File: src/common/lcd_pkg.sv
// Shared types for the LCD SPI controller
// APB address is 5 bits wide and byte addressed, all registers are 32-bit
// Coordinates are 9 bits, which covers a 320x240 panel in either orientation
// Pixel format is RGB565 only

`default_nettype none

package lcd_pkg;

	// ==============================
	// APB
	// ==============================

	typedef struct packed {
		logic [4:0]  paddr;
		logic        psel;
		logic        penable;
		logic        pwrite;
		logic [31:0] pwdata;
	} apb_req_t;

	typedef struct packed {
		logic [31:0] prdata;
		logic        pready;
		logic        pslverr;
	} apb_rsp_t;

	// ==============================
	// Link items and fill setup
	// ==============================

	typedef struct packed {
		logic       rs;    // 0 command, 1 data
		logic [7:0] data;
		logic       last;  // Final byte of a fill
	} lcd_item_t;

	typedef struct packed {
		logic [8:0]  x0;
		logic [8:0]  x1;
		logic [8:0]  y0;
		logic [8:0]  y1;
		logic [15:0] color;  // RGB565
	} fill_cfg_t;

	localparam logic [4:0] REG_CMD        = 5'h00;
	localparam logic [4:0] REG_DATA       = 5'h04;
	localparam logic [4:0] REG_CTRL       = 5'h08;
	localparam logic [4:0] REG_STATUS     = 5'h0C;
	localparam logic [4:0] REG_FILL_X     = 5'h10;
	localparam logic [4:0] REG_FILL_Y     = 5'h14;
	localparam logic [4:0] REG_FILL_COLOR = 5'h18;

	localparam logic [7:0] LCD_CASET = 8'h2A;  // Column address set
	localparam logic [7:0] LCD_PASET = 8'h2B;  // Page address set
	localparam logic [7:0] LCD_RAMWR = 8'h2C;  // Memory write

endpackage

`default_nettype wire

File: src/logic/lcd_spi_shifter.sv
// SPI mode 0 byte shifter, MSB first, one byte per start
// SCK half-period is CLK_DIV clocks, CLK_DIV must be at least 1
// Start to done takes exactly 16*CLK_DIV clocks
// A start while busy is ignored

`timescale 1ns/1ns
`default_nettype none

module lcd_spi_shifter #(
	parameter int CLK_DIV = 2
) (
	input  wire        i_clock,
	input  wire        i_rst_n,
	input  wire        i_start,
	input  wire  [7:0] i_tx,
	output logic       o_busy,
	output logic       o_done,
	output logic [7:0] o_rx,
	output logic       o_sck,
	output logic       o_mosi,
	input  wire        i_miso
);

	localparam int DW = (CLK_DIV > 1) ? $clog2(CLK_DIV) : 1;
	localparam logic [DW-1:0] DIV_LAST = DW'(CLK_DIV - 1);

	logic [DW-1:0] div_cnt;
	logic [2:0]    bit_cnt;
	logic [7:0]    tx_sh;
	logic [7:0]    rx_sh;
	logic          load;
	logic          half_end;
	logic          sck_rise;
	logic          sck_fall;

	assign load     = !o_busy && i_start;
	assign half_end = o_busy && (div_cnt == DIV_LAST);
	assign sck_rise = half_end && !o_sck;
	assign sck_fall = half_end && o_sck;

	// ==============================
	// Control and pins
	// ==============================

	always_ff @(posedge i_clock) begin
		if (!i_rst_n) begin
			o_busy  <= 1'b0;
			o_done  <= 1'b0;
			o_rx    <= '0;
			o_sck   <= 1'b0;
			o_mosi  <= 1'b0;
			div_cnt <= '0;
			bit_cnt <= '0;
		end else begin
			o_done <= 1'b0;
			if (load) begin
				o_busy  <= 1'b1;
				o_mosi  <= i_tx[7];  // First bit set up at once
				div_cnt <= '0;
				bit_cnt <= '0;
			end else if (half_end) begin
				div_cnt <= '0;
				o_sck   <= !o_sck;
				if (sck_fall) begin
					if (bit_cnt == 3'd7) begin
						o_busy <= 1'b0;
						o_done <= 1'b1;
						o_rx   <= rx_sh;
						o_mosi <= 1'b0;  // Park low
					end else begin
						o_mosi  <= tx_sh[7];
						bit_cnt <= bit_cnt + 3'd1;
					end
				end
			end else if (o_busy) begin
				div_cnt <= div_cnt + 1'b1;
			end
		end
	end

	// Shift registers
	always_ff @(posedge i_clock) begin
		if (load) begin
			tx_sh <= {i_tx[6:0], 1'b0};
		end else if (sck_fall) begin
			tx_sh <= {tx_sh[6:0], 1'b0};
		end
		if (sck_rise) begin
			rx_sh <= {rx_sh[6:0], i_miso};  // Sample on SCK rising
		end
	end

endmodule

`default_nettype wire

File: src/logic/lcd_fill_engine.sv
// Rectangle fill byte generator
// Emits CASET, PASET, RAMWR and then the pixels as a valid/ready stream
// Coordinates may be given in either order, the pixel count uses |x1-x0|+1
// A start while a fill is running is ignored

`timescale 1ns/1ns
`default_nettype none

module lcd_fill_engine import lcd_pkg::*; (
	input  wire            i_clock,
	input  wire            i_rst_n,
	input  wire            i_start,
	input  wire fill_cfg_t i_cfg,
	output lcd_item_t      o_item,
	output logic           o_item_valid,
	input  wire            i_item_ready
);

	typedef enum logic [1:0] {ST_IDLE, ST_HDR, ST_PIX} state_t;

	state_t      state;
	fill_cfg_t   cfg_q;
	logic [3:0]  hdr_idx;
	logic        hi_sel;     // High color byte is next
	logic [19:0] pix_left;
	logic [8:0]  dx;
	logic [8:0]  dy;
	logic [9:0]  width;
	logic [9:0]  height;
	logic [19:0] pix_total;
	logic        take;

	// Header bytes, 11 in all
	function automatic lcd_item_t hdr_item(input logic [3:0] idx, input fill_cfg_t cfg);
		lcd_item_t it;
		it.rs   = 1'b1;
		it.last = 1'b0;
		case (idx)
			4'd0:    it.data = LCD_CASET;
			4'd1:    it.data = {7'b0, cfg.x0[8]};
			4'd2:    it.data = cfg.x0[7:0];
			4'd3:    it.data = {7'b0, cfg.x1[8]};
			4'd4:    it.data = cfg.x1[7:0];
			4'd5:    it.data = LCD_PASET;
			4'd6:    it.data = {7'b0, cfg.y0[8]};
			4'd7:    it.data = cfg.y0[7:0];
			4'd8:    it.data = {7'b0, cfg.y1[8]};
			4'd9:    it.data = cfg.y1[7:0];
			default: it.data = LCD_RAMWR;
		endcase
		if (idx == 4'd0 || idx == 4'd5 || idx == 4'd10) begin
			it.rs = 1'b0;  // Command bytes
		end
		return it;
	endfunction

	assign dx        = (i_cfg.x1 >= i_cfg.x0) ? i_cfg.x1 - i_cfg.x0 : i_cfg.x0 - i_cfg.x1;
	assign dy        = (i_cfg.y1 >= i_cfg.y0) ? i_cfg.y1 - i_cfg.y0 : i_cfg.y0 - i_cfg.y1;
	assign width     = {1'b0, dx} + 10'd1;
	assign height    = {1'b0, dy} + 10'd1;
	assign pix_total = 20'(width) * 20'(height);
	assign take      = o_item_valid && i_item_ready;

	always_comb begin
		if (state == ST_PIX) begin
			o_item.rs   = 1'b1;
			o_item.data = hi_sel ? cfg_q.color[15:8] : cfg_q.color[7:0];
			o_item.last = !hi_sel && (pix_left == 20'd1);
		end else begin
			o_item = hdr_item(hdr_idx, cfg_q);
		end
	end

	assign o_item_valid = (state != ST_IDLE);

	always_ff @(posedge i_clock) begin
		if (!i_rst_n) begin
			state   <= ST_IDLE;
			hdr_idx <= '0;
			hi_sel  <= 1'b1;
		end else begin
			case (state)
				ST_IDLE: begin
					if (i_start) begin
						state   <= ST_HDR;
						hdr_idx <= '0;
					end
				end
				ST_HDR: begin
					if (take) begin
						if (hdr_idx == 4'd10) begin
							state  <= ST_PIX;
							hi_sel <= 1'b1;
						end else begin
							hdr_idx <= hdr_idx + 4'd1;
						end
					end
				end
				ST_PIX: begin
					if (take) begin
						hi_sel <= !hi_sel;
						if (!hi_sel && pix_left == 20'd1) begin
							state <= ST_IDLE;
						end
					end
				end
				default: state <= ST_IDLE;
			endcase
		end
	end

	// Fill setup and pixel counter
	always_ff @(posedge i_clock) begin
		if (state == ST_IDLE && i_start) begin
			cfg_q    <= i_cfg;
			pix_left <= pix_total;
		end else if (state == ST_PIX && take && !hi_sel) begin
			pix_left <= pix_left - 20'd1;
		end
	end

endmodule

`default_nettype wire

File: src/logic/lcd_ctrl.sv
// APB register block and byte sequencer for the LCD link
// CMD/DATA accesses stall the APB until the byte has been shifted
// During a fill, CMD/DATA/FILL_COLOR writes get pslverr and CMD/DATA reads
// wait until the fill is over; other registers stay accessible
// Chip select is held low for the whole fill

`timescale 1ns/1ns
`default_nettype none

module lcd_ctrl import lcd_pkg::*; (
	input  wire            i_clock,
	input  wire            i_rst_n,
	input  wire apb_req_t  i_apb,
	output apb_rsp_t       o_apb,
	output logic           o_start,
	output logic [7:0]     o_tx,
	input  wire            i_busy,
	input  wire            i_done,
	input  wire [7:0]      i_rx,
	output logic           o_fill_start,
	output fill_cfg_t      o_fill_cfg,
	input  wire lcd_item_t i_item,
	input  wire            i_item_valid,
	output logic           o_item_ready,
	output logic           o_lcd_rst_n,
	output logic           o_lcd_cs_n,
	output logic           o_lcd_rs
);

	typedef enum logic [2:0] {ST_IDLE, ST_XFER, ST_WAIT, ST_RESP, ST_FILL} state_t;

	state_t      state;
	logic [1:0]  ctrl_q;       // {lcd reset, manual cs_n}
	fill_cfg_t   cfg_q;
	logic        rs_q;
	logic [7:0]  tx_q;
	logic        last_q;       // Item in flight ends the fill
	logic        fill_active;
	logic        err_q;
	logic [31:0] prdata_q;
	logic        apb_acc;
	logic        is_link;
	logic        wr_err;
	logic        apb_take;
	logic        fill_go;
	logic [31:0] rd_mux;

	// ==============================
	// Decode
	// ==============================

	assign apb_acc  = i_apb.psel && i_apb.penable;
	assign is_link  = (i_apb.paddr == REG_CMD) || (i_apb.paddr == REG_DATA);
	assign wr_err   = i_apb.pwrite && fill_active &&
			(is_link || i_apb.paddr == REG_FILL_COLOR);
	assign apb_take = (state == ST_IDLE) && apb_acc &&
			!(fill_active && is_link && !i_apb.pwrite);  // Link reads wait for fill end

	assign o_item_ready = (state == ST_IDLE) && fill_active && !i_busy && !apb_take;
	assign fill_go      = o_item_ready && i_item_valid;

	always_comb begin
		case (i_apb.paddr)
			REG_CTRL:       rd_mux = {30'b0, ctrl_q};
			REG_STATUS:     rd_mux = {30'b0, fill_active, i_busy};
			REG_FILL_X:     rd_mux = {7'b0, cfg_q.x1, 7'b0, cfg_q.x0};
			REG_FILL_Y:     rd_mux = {7'b0, cfg_q.y1, 7'b0, cfg_q.y0};
			REG_FILL_COLOR: rd_mux = {16'b0, cfg_q.color};
			default:        rd_mux = '0;
		endcase
	end

	// Shifter gets either the direct byte or a fill item
	assign o_start = ((state == ST_XFER) && !i_busy) || fill_go;
	assign o_tx    = fill_go ? i_item.data : tx_q;

	assign o_apb.prdata  = prdata_q;
	assign o_apb.pready  = (state == ST_RESP);
	assign o_apb.pslverr = (state == ST_RESP) && err_q;

	assign o_fill_cfg  = cfg_q;
	assign o_lcd_rst_n = ctrl_q[1];
	assign o_lcd_cs_n  = fill_active ? 1'b0 : ctrl_q[0];
	assign o_lcd_rs    = rs_q;

	// ==============================
	// Sequencer
	// ==============================

	always_ff @(posedge i_clock) begin
		if (!i_rst_n) begin
			state        <= ST_IDLE;
			ctrl_q       <= 2'b01;  // Deselected, LCD held in reset
			cfg_q        <= '0;
			rs_q         <= 1'b0;
			last_q       <= 1'b0;
			fill_active  <= 1'b0;
			o_fill_start <= 1'b0;
			err_q        <= 1'b0;
			prdata_q     <= '0;
		end else begin
			o_fill_start <= 1'b0;
			case (state)
				ST_IDLE: begin
					if (apb_take) begin
						err_q    <= wr_err;
						prdata_q <= rd_mux;
						state    <= ST_RESP;
						if (!wr_err && is_link) begin
							tx_q  <= i_apb.pwrite ? i_apb.pwdata[7:0] : 8'h00;
							state <= ST_XFER;
							if (i_apb.pwrite) begin
								rs_q <= (i_apb.paddr == REG_DATA);
							end
						end else if (!wr_err && i_apb.pwrite) begin
							case (i_apb.paddr)
								REG_CTRL: ctrl_q <= i_apb.pwdata[1:0];
								REG_FILL_X: begin
									cfg_q.x0 <= i_apb.pwdata[8:0];
									cfg_q.x1 <= i_apb.pwdata[24:16];
								end
								REG_FILL_Y: begin
									cfg_q.y0 <= i_apb.pwdata[8:0];
									cfg_q.y1 <= i_apb.pwdata[24:16];
								end
								REG_FILL_COLOR: begin
									cfg_q.color  <= i_apb.pwdata[15:0];
									o_fill_start <= 1'b1;
									fill_active  <= 1'b1;
								end
								default: ;
							endcase
						end
					end else if (fill_go) begin
						rs_q   <= i_item.rs;
						last_q <= i_item.last;
						state  <= ST_FILL;
					end
				end
				ST_XFER: if (!i_busy) state <= ST_WAIT;
				ST_WAIT: begin
					if (i_done) begin
						prdata_q <= {24'b0, i_rx};  // Received byte
						state    <= ST_RESP;
					end
				end
				ST_RESP: state <= ST_IDLE;  // pready for one cycle
				ST_FILL: begin
					if (i_done) begin
						if (last_q) fill_active <= 1'b0;
						state <= ST_IDLE;
					end
				end
				default: state <= ST_IDLE;
			endcase
		end
	end

endmodule

`default_nettype wire

File: src/logic/lcd_spi_top.sv
// LCD controller top level, APB in and 4-wire SPI plus reset out
// CLK_DIV sets the SCK half-period in i_clock cycles, at least 1
// Pin levels after reset: cs_n high, SCK and MOSI low, LCD reset low

`timescale 1ns/1ns
`default_nettype none

module lcd_spi_top import lcd_pkg::*; #(
	parameter int CLK_DIV = 2
) (
	input  wire           i_clock,
	input  wire           i_rst_n,
	input  wire apb_req_t i_apb,
	output apb_rsp_t      o_apb,
	output logic          o_lcd_rst_n,
	output logic          o_lcd_cs_n,
	output logic          o_lcd_rs,
	output logic          o_lcd_mosi,
	input  wire           i_lcd_miso,
	output logic          o_lcd_sck
);

	// ==============================
	// Internal links
	// ==============================

	logic      spi_start;
	logic [7:0] spi_tx;
	logic      spi_busy;
	logic      spi_done;
	logic [7:0] spi_rx;
	logic      fill_start;
	fill_cfg_t fill_cfg;
	lcd_item_t item;
	logic      item_valid;
	logic      item_ready;

	lcd_ctrl u_ctrl (
		.i_clock      (i_clock),
		.i_rst_n      (i_rst_n),
		.i_apb        (i_apb),
		.o_apb        (o_apb),
		.o_start      (spi_start),
		.o_tx         (spi_tx),
		.i_busy       (spi_busy),
		.i_done       (spi_done),
		.i_rx         (spi_rx),
		.o_fill_start (fill_start),
		.o_fill_cfg   (fill_cfg),
		.i_item       (item),
		.i_item_valid (item_valid),
		.o_item_ready (item_ready),
		.o_lcd_rst_n  (o_lcd_rst_n),
		.o_lcd_cs_n   (o_lcd_cs_n),
		.o_lcd_rs     (o_lcd_rs)
	);

	lcd_spi_shifter #(
		.CLK_DIV (CLK_DIV)
	) u_shifter (
		.i_clock (i_clock),
		.i_rst_n (i_rst_n),
		.i_start (spi_start),
		.i_tx    (spi_tx),
		.o_busy  (spi_busy),
		.o_done  (spi_done),
		.o_rx    (spi_rx),
		.o_sck   (o_lcd_sck),
		.o_mosi  (o_lcd_mosi),
		.i_miso  (i_lcd_miso)
	);

	lcd_fill_engine u_fill (
		.i_clock      (i_clock),
		.i_rst_n      (i_rst_n),
		.i_start      (fill_start),
		.i_cfg        (fill_cfg),
		.o_item       (item),
		.o_item_valid (item_valid),
		.i_item_ready (item_ready)
	);

endmodule

`default_nettype wire

File: config.mk
export PLATFORM = sky130hd
export DESIGN_NAME = lcd_spi_top
export DESIGN_NICKNAME = d
export VERILOG_FILES = /design/src/common/lcd_pkg.sv /design/src/logic/lcd_spi_shifter.sv /design/src/logic/lcd_fill_engine.sv /design/src/logic/lcd_ctrl.sv /design/src/logic/lcd_spi_top.sv
export SDC_FILE = /design/constraint.sdc
export NUM_CORES = 1
export LEC_CHECK = 0
export ABC_AREA = 1
export ABC_CLOCK_PERIOD_IN_PS = 7800
export BUFFER_PORTS_ARGS = -buffer_cell sky130_fd_sc_hd__buf_2
export CAP_MARGIN = 30
export CORE_UTILIZATION = 45
export CTS_CLUSTER_SIZE = 12
export DETAILED_ROUTE_END_ITERATION = 8
export PLACE_DENSITY = 0.71
export REMOVE_ABC_BUFFERS = 1
export SYNTH_ARGS = -nofsm -noshare
export SYNTH_HDL_FRONTEND = slang
export SYNTH_HIERARCHICAL = 1
export SYNTH_SLANG_ARGS = --single-unit
File: constraint.sdc
create_clock -name i_clock -period 7.8 [get_ports i_clock]
set_input_delay 0.39 -clock i_clock [delete_from_list [all_inputs] [get_ports i_clock]]
set_output_delay 0.39 -clock i_clock [all_outputs]
set_load 0.02 [all_outputs]
==> qor.yml, run 1 <==
critical-path-top-cell-by-count: "nand2_1"
crit_path_buffers_inverters: 5
synth_compound_gate_area_share_pct: 7.436
synth_top_family_by_area: "simple AND/OR/NAND/NOR gates"
accumulated_negative_setup_slack_ns: 0
netSwitchingFraction_pct: 28.59
internal_cell_power_mw: 1.892
ioPinCount: 82
post-synth-top-area-fraction_pct: 18.51
tritoncts: "done"
detail_route.wl_per_cell_um: 14.88
endpoint_kind: "register"
worst-path-max-fanout: 13
grt_most_used_layer: "met2"
cp.required_ns: 8.03
syn_to_final_growth_pct: 9.450
grt_remaining_overflow: 0
seq_power_share_pct: 45.6
core_region_area_sq_mm: 0.03362
report.final.slew_viol_count: 0
drt-pass1-iter-count: 6
achievable_frequency_mhz: 138.4
clock-skew-final_ns: 0.01446
ff2ff_setup_slack_ns: 0.57
final_layout_size_suffix_gt1_share_pct: 10.23
dpl.hpwl_mm: 30.11
final_design_area_no_fill_sq_mm: 0.01687
die_w_um: 187.1
cap_violations: 0
post_synth_inst_count: 2073
gp_congestion: 0.9234
groute.layer.met3.usage_pct: 2.008
first_global_vias: 12760
clk-insertion-delay-late_ns: 0.52
synth_fa_ha_area_share_pct: 16.61
max-clock-path-buffers: 3
finalHoldViolations: 0
nNetsFinal: 2343
cp_slowest_stage_delay_ns: 0.56
final.min_clock_period_ns: 7.228
synthMostInstantiatedCell: "nand2_1"
final_critical_path_setup_slack_ns: 0.5721
final_cells: 2599
detailed_place.area_sq_mm: 0.01613
headroom_to_the_max_slew_limit_pct: 35.54
timing.critical_path.from_type: "register"
ys_async_sr_fraction_pct: 0
hold_buffers: 0
cp_slowest_cell: "fa_1"
synth.cell_area_sq_mm: 0.01541
num_rows: 67
worst_pin_slew_ns: 0.9669
clkPwrFrac_pct: 38.7
start_util_pct: 45.85
fp.dieH_um: 187.1
finalSetupViolCount: 0
post-route-drc-count: 0
dpl.cell_count: 2558
portbufs: 67
setup_repair_after_global_routing_missed_its_margin: "no"
ir_worst_vdd_v: 0.0001978
gr-usage-met1_pct: 29.48
critical_path_class: "register to register"
fraction_of_synthesized_area_in_multiplexers_pct: 0.5845
largest_net_degree_at_the_start_of_global_routing: 81
seq_total_area_yosys_pct: 32.80
layout_worst_path_cycle_share_pct: 92.67
power_frac_comb_pct: 15.8
drt-total-wl_mm: 38.66
place_ws_ns: 0.4203
vias_per_inst: 5.133
hold-worst-slack_ns: 0.05194
yosysWarningCount: 6
simple_gate_share_of_the_synthesized_area_pct: 30.38
synth_edf_count: 95
met2_usage_pct: 37.22
grt_usage_pct: 22.13
initialDrtViolationCount: 894
outcome: "finished clean"
global_route_wire_length_before_repair_mm: 63.40
cts.reportedPaths.clkPinSlew_ns: 0.06
via_count: 13340
ys_seq_elements: 205
synth.lib_cells_used.distinct: 57
synth.avg_cell_area_sq_um: 7.435
p_switching_mw: 0.7575
cts_root_buf: "clkbuf_16"
worstPathArrival_ns: 7.46
holdCritPathClass: "primary input to register"
cts_made_buffers: 23
leak_pwr_nw: 8.368
netlist_top_cells_area: "edfxtp_1 19%, dfxtp_1 14%, nand2_1 14%"
initial_antenna_violation_count: 0
post-cts-setup-buffer-count: 0
route.antenna.remaining_nets: 0
floorplan.die_area_sq_mm: 0.03499
synth_commonest_cells: "572 x nand2_1, 305 x inv_1, 274 x nor2_1"
power.density_cell_area_mw_per_mm2: 157.1
post-synth-top-area-cell: "edfxtp_1"
cts.htree.levels: 1
post_synth_xor_area_fraction_pct: 2.208
cp_top_family: "adder cells"
cts.sink_count: 205
synth-main-ff-cell: "dfxtp_1"
antennaDiodeCount: 0
[state kept, by name (all words and copies together) (netlist names), 2 cells and up]
| register | cells |
|---|---|
| u_fill/hdr_idx | 4 |
| u_fill/state | 2 |
| u_ctrl/ctrl_q | 2 |
| u_ctrl/o_fill_cfg | 52 |
| u_fill/cfg_q | 52 |
| u_ctrl/prdata_q | 25 |
| u_shifter/bit_cnt | 3 |
| u_shifter/rx_sh | 8 |
| u_shifter/o_rx | 8 |
| u_shifter/tx_sh | 7 |
| u_ctrl/tx_q | 8 |
| u_ctrl/state | 3 |
| u_fill/pix_left | 20 |
[metal layers]
layer | part of all wire [%] | routed length (um)
met1 | 45 | 17230
met2 | 47 | 17980
met3 | 5.3 | 2063
met4 | 3.6 | 1384
met5 | 0 | 0
[through the flow]
step	total power [mW]	util, %
global route	2.763	50.18
floorplan	1.512	-
global placement	1.638	47.99
detailed placement	1.646	47.99
CTS	2.666	50.10
finish	2.650	50.18
[what timing repair did]
item,CTS,global route
hold endpoints to repair,0,0
setup endpoints to repair,0,7
resized for setup,0,8
[layout make-up]
type	count	area [sq um]
fillers	3317	16750
multi-input cells	1498	8879
flip-flops and latches	205	5055
inverters	326	1225
clock buffers	36	675.6
well taps	448	560.5
repair buffers	81	440.4
clock inverters	5	33.78
[cell families (layout without fill, tap and decap cells)]
logic type	after synthesis	in the layout
other	1	7
buffers and inverters	376	448
multiplexers	8	8
adder cells (fa/ha/maj)	165	165
flip-flops	205	205
AND/OR/NAND/NOR	1081	1081
XOR/XNOR	35	35
AO/OA/AOI/OAI	202	202
[placed cells by master (no fill, tap or decap), drive strengths merged, types with 4 or more instances in the layout]
cell	n
nand2	606
inv	323
nor2	297
nand3	125
dfxtp	110
ha	99
edfxtp	95
buf	81
a21oi	78
o21ai	74
fa	66
clkbuf	36
xor2	27
nand4	22
nor3	19
o22ai	12
mux2	8
o211ai	8
xnor2	8
a22oi	8
clkinv	8
conb	7
o21a	5
nand3b	4
[power groups by stage]
stage                     Clock, mW  Combinational (mW)  Sequential [mW]
after CTS                      1.04               0.418             1.21
final                          1.02               0.418             1.21
after global routing           1.08               0.465             1.21
after floorplan                   0               0.246             1.27
after global placement            0               0.408             1.23
after detailed placement          0               0.416             1.23
[worst paths after layout]
path | startpoint | endpoint | depth (start not counted)
setup / recovery | u_ctrl/o_fill_cfg[18]$_SDFFE_PN0P_ | u_fill/pix_left[16]$_DFFE_PP_ | 33
hold / removal | i_lcd_miso | u_shifter/rx_sh[0]$_DFFE_PP_ | 1
setup reg to reg | u_ctrl/o_fill_cfg[18]$_SDFFE_PN0P_ | u_fill/pix_left[16]$_DFFE_PP_ | 33
hold reg to reg | u_shifter/rx_sh[7]$_DFFE_PP_ | u_shifter/o_rx[7]$_SDFFE_PN0P_ | 2
(Power assumes the default switching activity.)
==> inputs of run 2 (changes only) <==
--- a/config.mk
+++ b/config.mk
@@ -7,7 +7,7 @@
 export LEC_CHECK = 0
 export ABC_AREA = 1
 export ABC_CLOCK_PERIOD_IN_PS = 7800
-export BUFFER_PORTS_ARGS = -buffer_cell sky130_fd_sc_hd__buf_2
+export BUFFER_PORTS_ARGS = -buffer_cell sky130_fd_sc_hd__buf_4
 export CAP_MARGIN = 30
 export CORE_UTILIZATION = 45
 export CTS_CLUSTER_SIZE = 12
==> run 2 against run 1 <==
- cell area grew 1.0%
- combinational power is 4.8% higher
- cell count unchanged
- via count down 0.11%
- register-to-register slack got worse by 0.02 ns
- non-clock buffer count is 1 lower
- critical path type unchanged
- critical endpoint is now u_fill/pix_left[15]$_DFFE_PP_
==> qor.yml, run 2 (synthesis results as in run 1) <==
post-cts-setup-buffer-count: 0  # unchanged
core_region_area_sq_mm: 0.03362  # unchanged
cts.htree.levels: 1  # unchanged
max-clock-path-buffers: 3  # unchanged
gp_congestion: 0.9353  # +1.3%
largest_net_degree_at_the_start_of_global_routing: 80  # -1.2%
initial_antenna_violation_count: 0  # unchanged
cts_root_buf: "clkbuf_16"
dpl.hpwl_mm: 30.29  # +0.61%
global_route_wire_length_before_repair_mm: 63.86  # +0.72%
clock-skew-final_ns: 0.01239  # -0.002064 ns
worst-path-max-fanout: 7  # -6
leak_pwr_nw: 8.404  # +0.43%
cp.required_ns: 8.08  # +0.05 ns
final_layout_size_suffix_gt1_share_pct: 10.27  # +0.046 points
antennaDiodeCount: 0  # unchanged
grt_remaining_overflow: 0  # unchanged
ir_worst_vdd_v: 0.0001915  # -3.2%
drt-total-wl_mm: 38.92  # +0.67%
outcome: "finished clean"
vias_per_inst: 5.127  # -0.11%
cts_made_buffers: 23  # unchanged
drt-pass1-iter-count: 7  # +1
portbufs: 67  # unchanged
headroom_to_the_max_slew_limit_pct: 36.02  # +0.48 points
detailed_place.area_sq_mm: 0.01629  # +0.99%
layout_worst_path_cycle_share_pct: 92.93  # +0.27 points
final.min_clock_period_ns: 7.249  # +0.02072 ns
cts.sink_count: 205  # unchanged
clk-insertion-delay-late_ns: 0.52  # about the same
start_util_pct: 45.85  # unchanged
final_design_area_no_fill_sq_mm: 0.01704  # +1.0%
num_rows: 67  # unchanged
mostFrequentLayoutCells: "572 x nand2_1, 305 x inv_1, 273 x nor2_1"
timing.critical_path.from_type: "register"
worst_pin_slew_ns: 0.9597  # -0.007268 ns
ff2ff_setup_slack_ns: 0.55  # -0.02 ns
cts.reportedPaths.clkPinSlew_ns: 0.06  # about the same
die_w_um: 187.1  # unchanged
route.antenna.remaining_nets: 0  # unchanged
utilization_pct: 50.70  # +0.52 points
filler_cell_count: 3243  # -2.2%
initialDrtViolationCount: 943  # +5.5%
endpoint_kind: "register"
achievable_frequency_mhz: 138.0  # -0.29%
holdCritPathClass: "primary input to register"
cp_slowest_cell: "fa_1"
worstPathArrival_ns: 7.53  # +0.07 ns
accumulated_negative_setup_slack_ns: 0  # unchanged
tritoncts: "done"
via_count: 13330  # -0.11%
setup_repair_after_global_routing_missed_its_margin: "no"
floorplan.die_area_sq_mm: 0.03499  # unchanged
finalSetupViolCount: 0  # unchanged
nNetsFinal: 2342  # -0.043%
report.final.slew_viol_count: 0  # unchanged
first_global_vias: 12730  # -0.21%
fp.dieH_um: 187.1  # unchanged
syn_to_final_growth_pct: 10.59
finalHoldViolations: 0  # unchanged
ioPinCount: 82  # unchanged
detail_route.wl_per_cell_um: 14.98  # +0.67%
cap_violations: 0  # unchanged
post-route-drc-count: 0  # unchanged
critical_path_class: "register to register"
grt_usage_pct: 22.37  # +0.24 points
power.density_cell_area_mw_per_mm2: 158.3  # +0.79%
cp_slowest_stage_delay_ns: 0.53  # -0.03 ns
final_common_cell: "nand2_1"
## run 2: cell types whose count changed in the layout (fill, tap and decap cells not counted), sizes merged
cell | previous run | this run
clkinv | 8 | 11
inv | 323 | 321
buf | 81 | 80
clkbuf | 36 | 34
bufinv | 0 | 1
clkinvlp | 0 | 1
## run 2: cell type report
cell class | count | area [sq um] | share of cell area (%)
Multi-Input combinational cell | 1498 | 8874 | 52.06
Sequential cell | 205 | 5055 | 29.66
Inverter | 326 | 1225 | 7.187
Clock buffer | 34 | 646.9 | 3.795
Timing Repair Buffer | 80 | 600.6 | 3.524
Tap cell | 448 | 560.5 | 3.289
Clock inverter | 8 | 82.58 | 0.4845
## run 2: metrics by stage
stage	std cells	setup WS (ns)	total power, mW	hold WS (ns)
CTS	2599	0.4613	2.712	0.02266
finish	2599	0.5513	2.698	0.04232
global route	2599	0.02816	2.817	0.01235
global placement	2557	0.5826	1.662	0.4304
detailed placement	2557	0.4412	1.670	0.4326
floorplan	2029	0.9699	1.512	0.4119
## run 2: final timing paths
path / endpoint / cells past startpoint / startpoint
worst min register to register: u_fill/cfg_q[8]$_DFFE_PP_ / 0 / u_ctrl/o_fill_cfg[8]$_SDFFE_PN0P_
worst max-delay path: u_fill/pix_left[15]$_DFFE_PP_ / 34 / u_ctrl/o_fill_cfg[40]$_SDFFE_PN0P_
worst max register to register: u_fill/pix_left[15]$_DFFE_PP_ / 34 / u_ctrl/o_fill_cfg[40]$_SDFFE_PN0P_
worst min-delay path: u_shifter/rx_sh[0]$_DFFE_PP_ / 1 / i_lcd_miso
## run 2: worst max-delay path: cells and delay by family (launching register included)
kind	cells	cell delay (ns)
AND/OR/NAND/NOR	13	1.49
adder cells (fa/ha/maj)	8	3.50
flip-flops	1	0.41
AO/OA/AOI/OAI	4	1.00
buffers and inverters	9	0.65
## run 2: routing by layer
metal | part of all wire (%) | global-route usage, % | wire length [um] | vias to the layer above
li1 | - | - | - | 6634
met1 | 45 | 29.68 | 17440 | 6205
met2 | 46 | 37.10 | 17920 | 407
met3 | 5.0 | 2.383 | 1960 | 79
met4 | 4.1 | 9.332 | 1608 | 0
met5 | 0 | 0 | 0 | -
## run 2: report_power, final
part	switching, mW	total [mW]	internal [mW]
clock network	0.438	1.05	0.612
logic	0.294	0.438	0.144
registers	0.0359	1.21	1.17
total	0.768	2.70	1.93
## run 2: timing repair
item                                    in CTS  in global routing
hold buffers                                 0                  0
resized for setup                            0                  6
hold endpoints to repair                     0                  0
endpoints found under the setup margin       0                  3
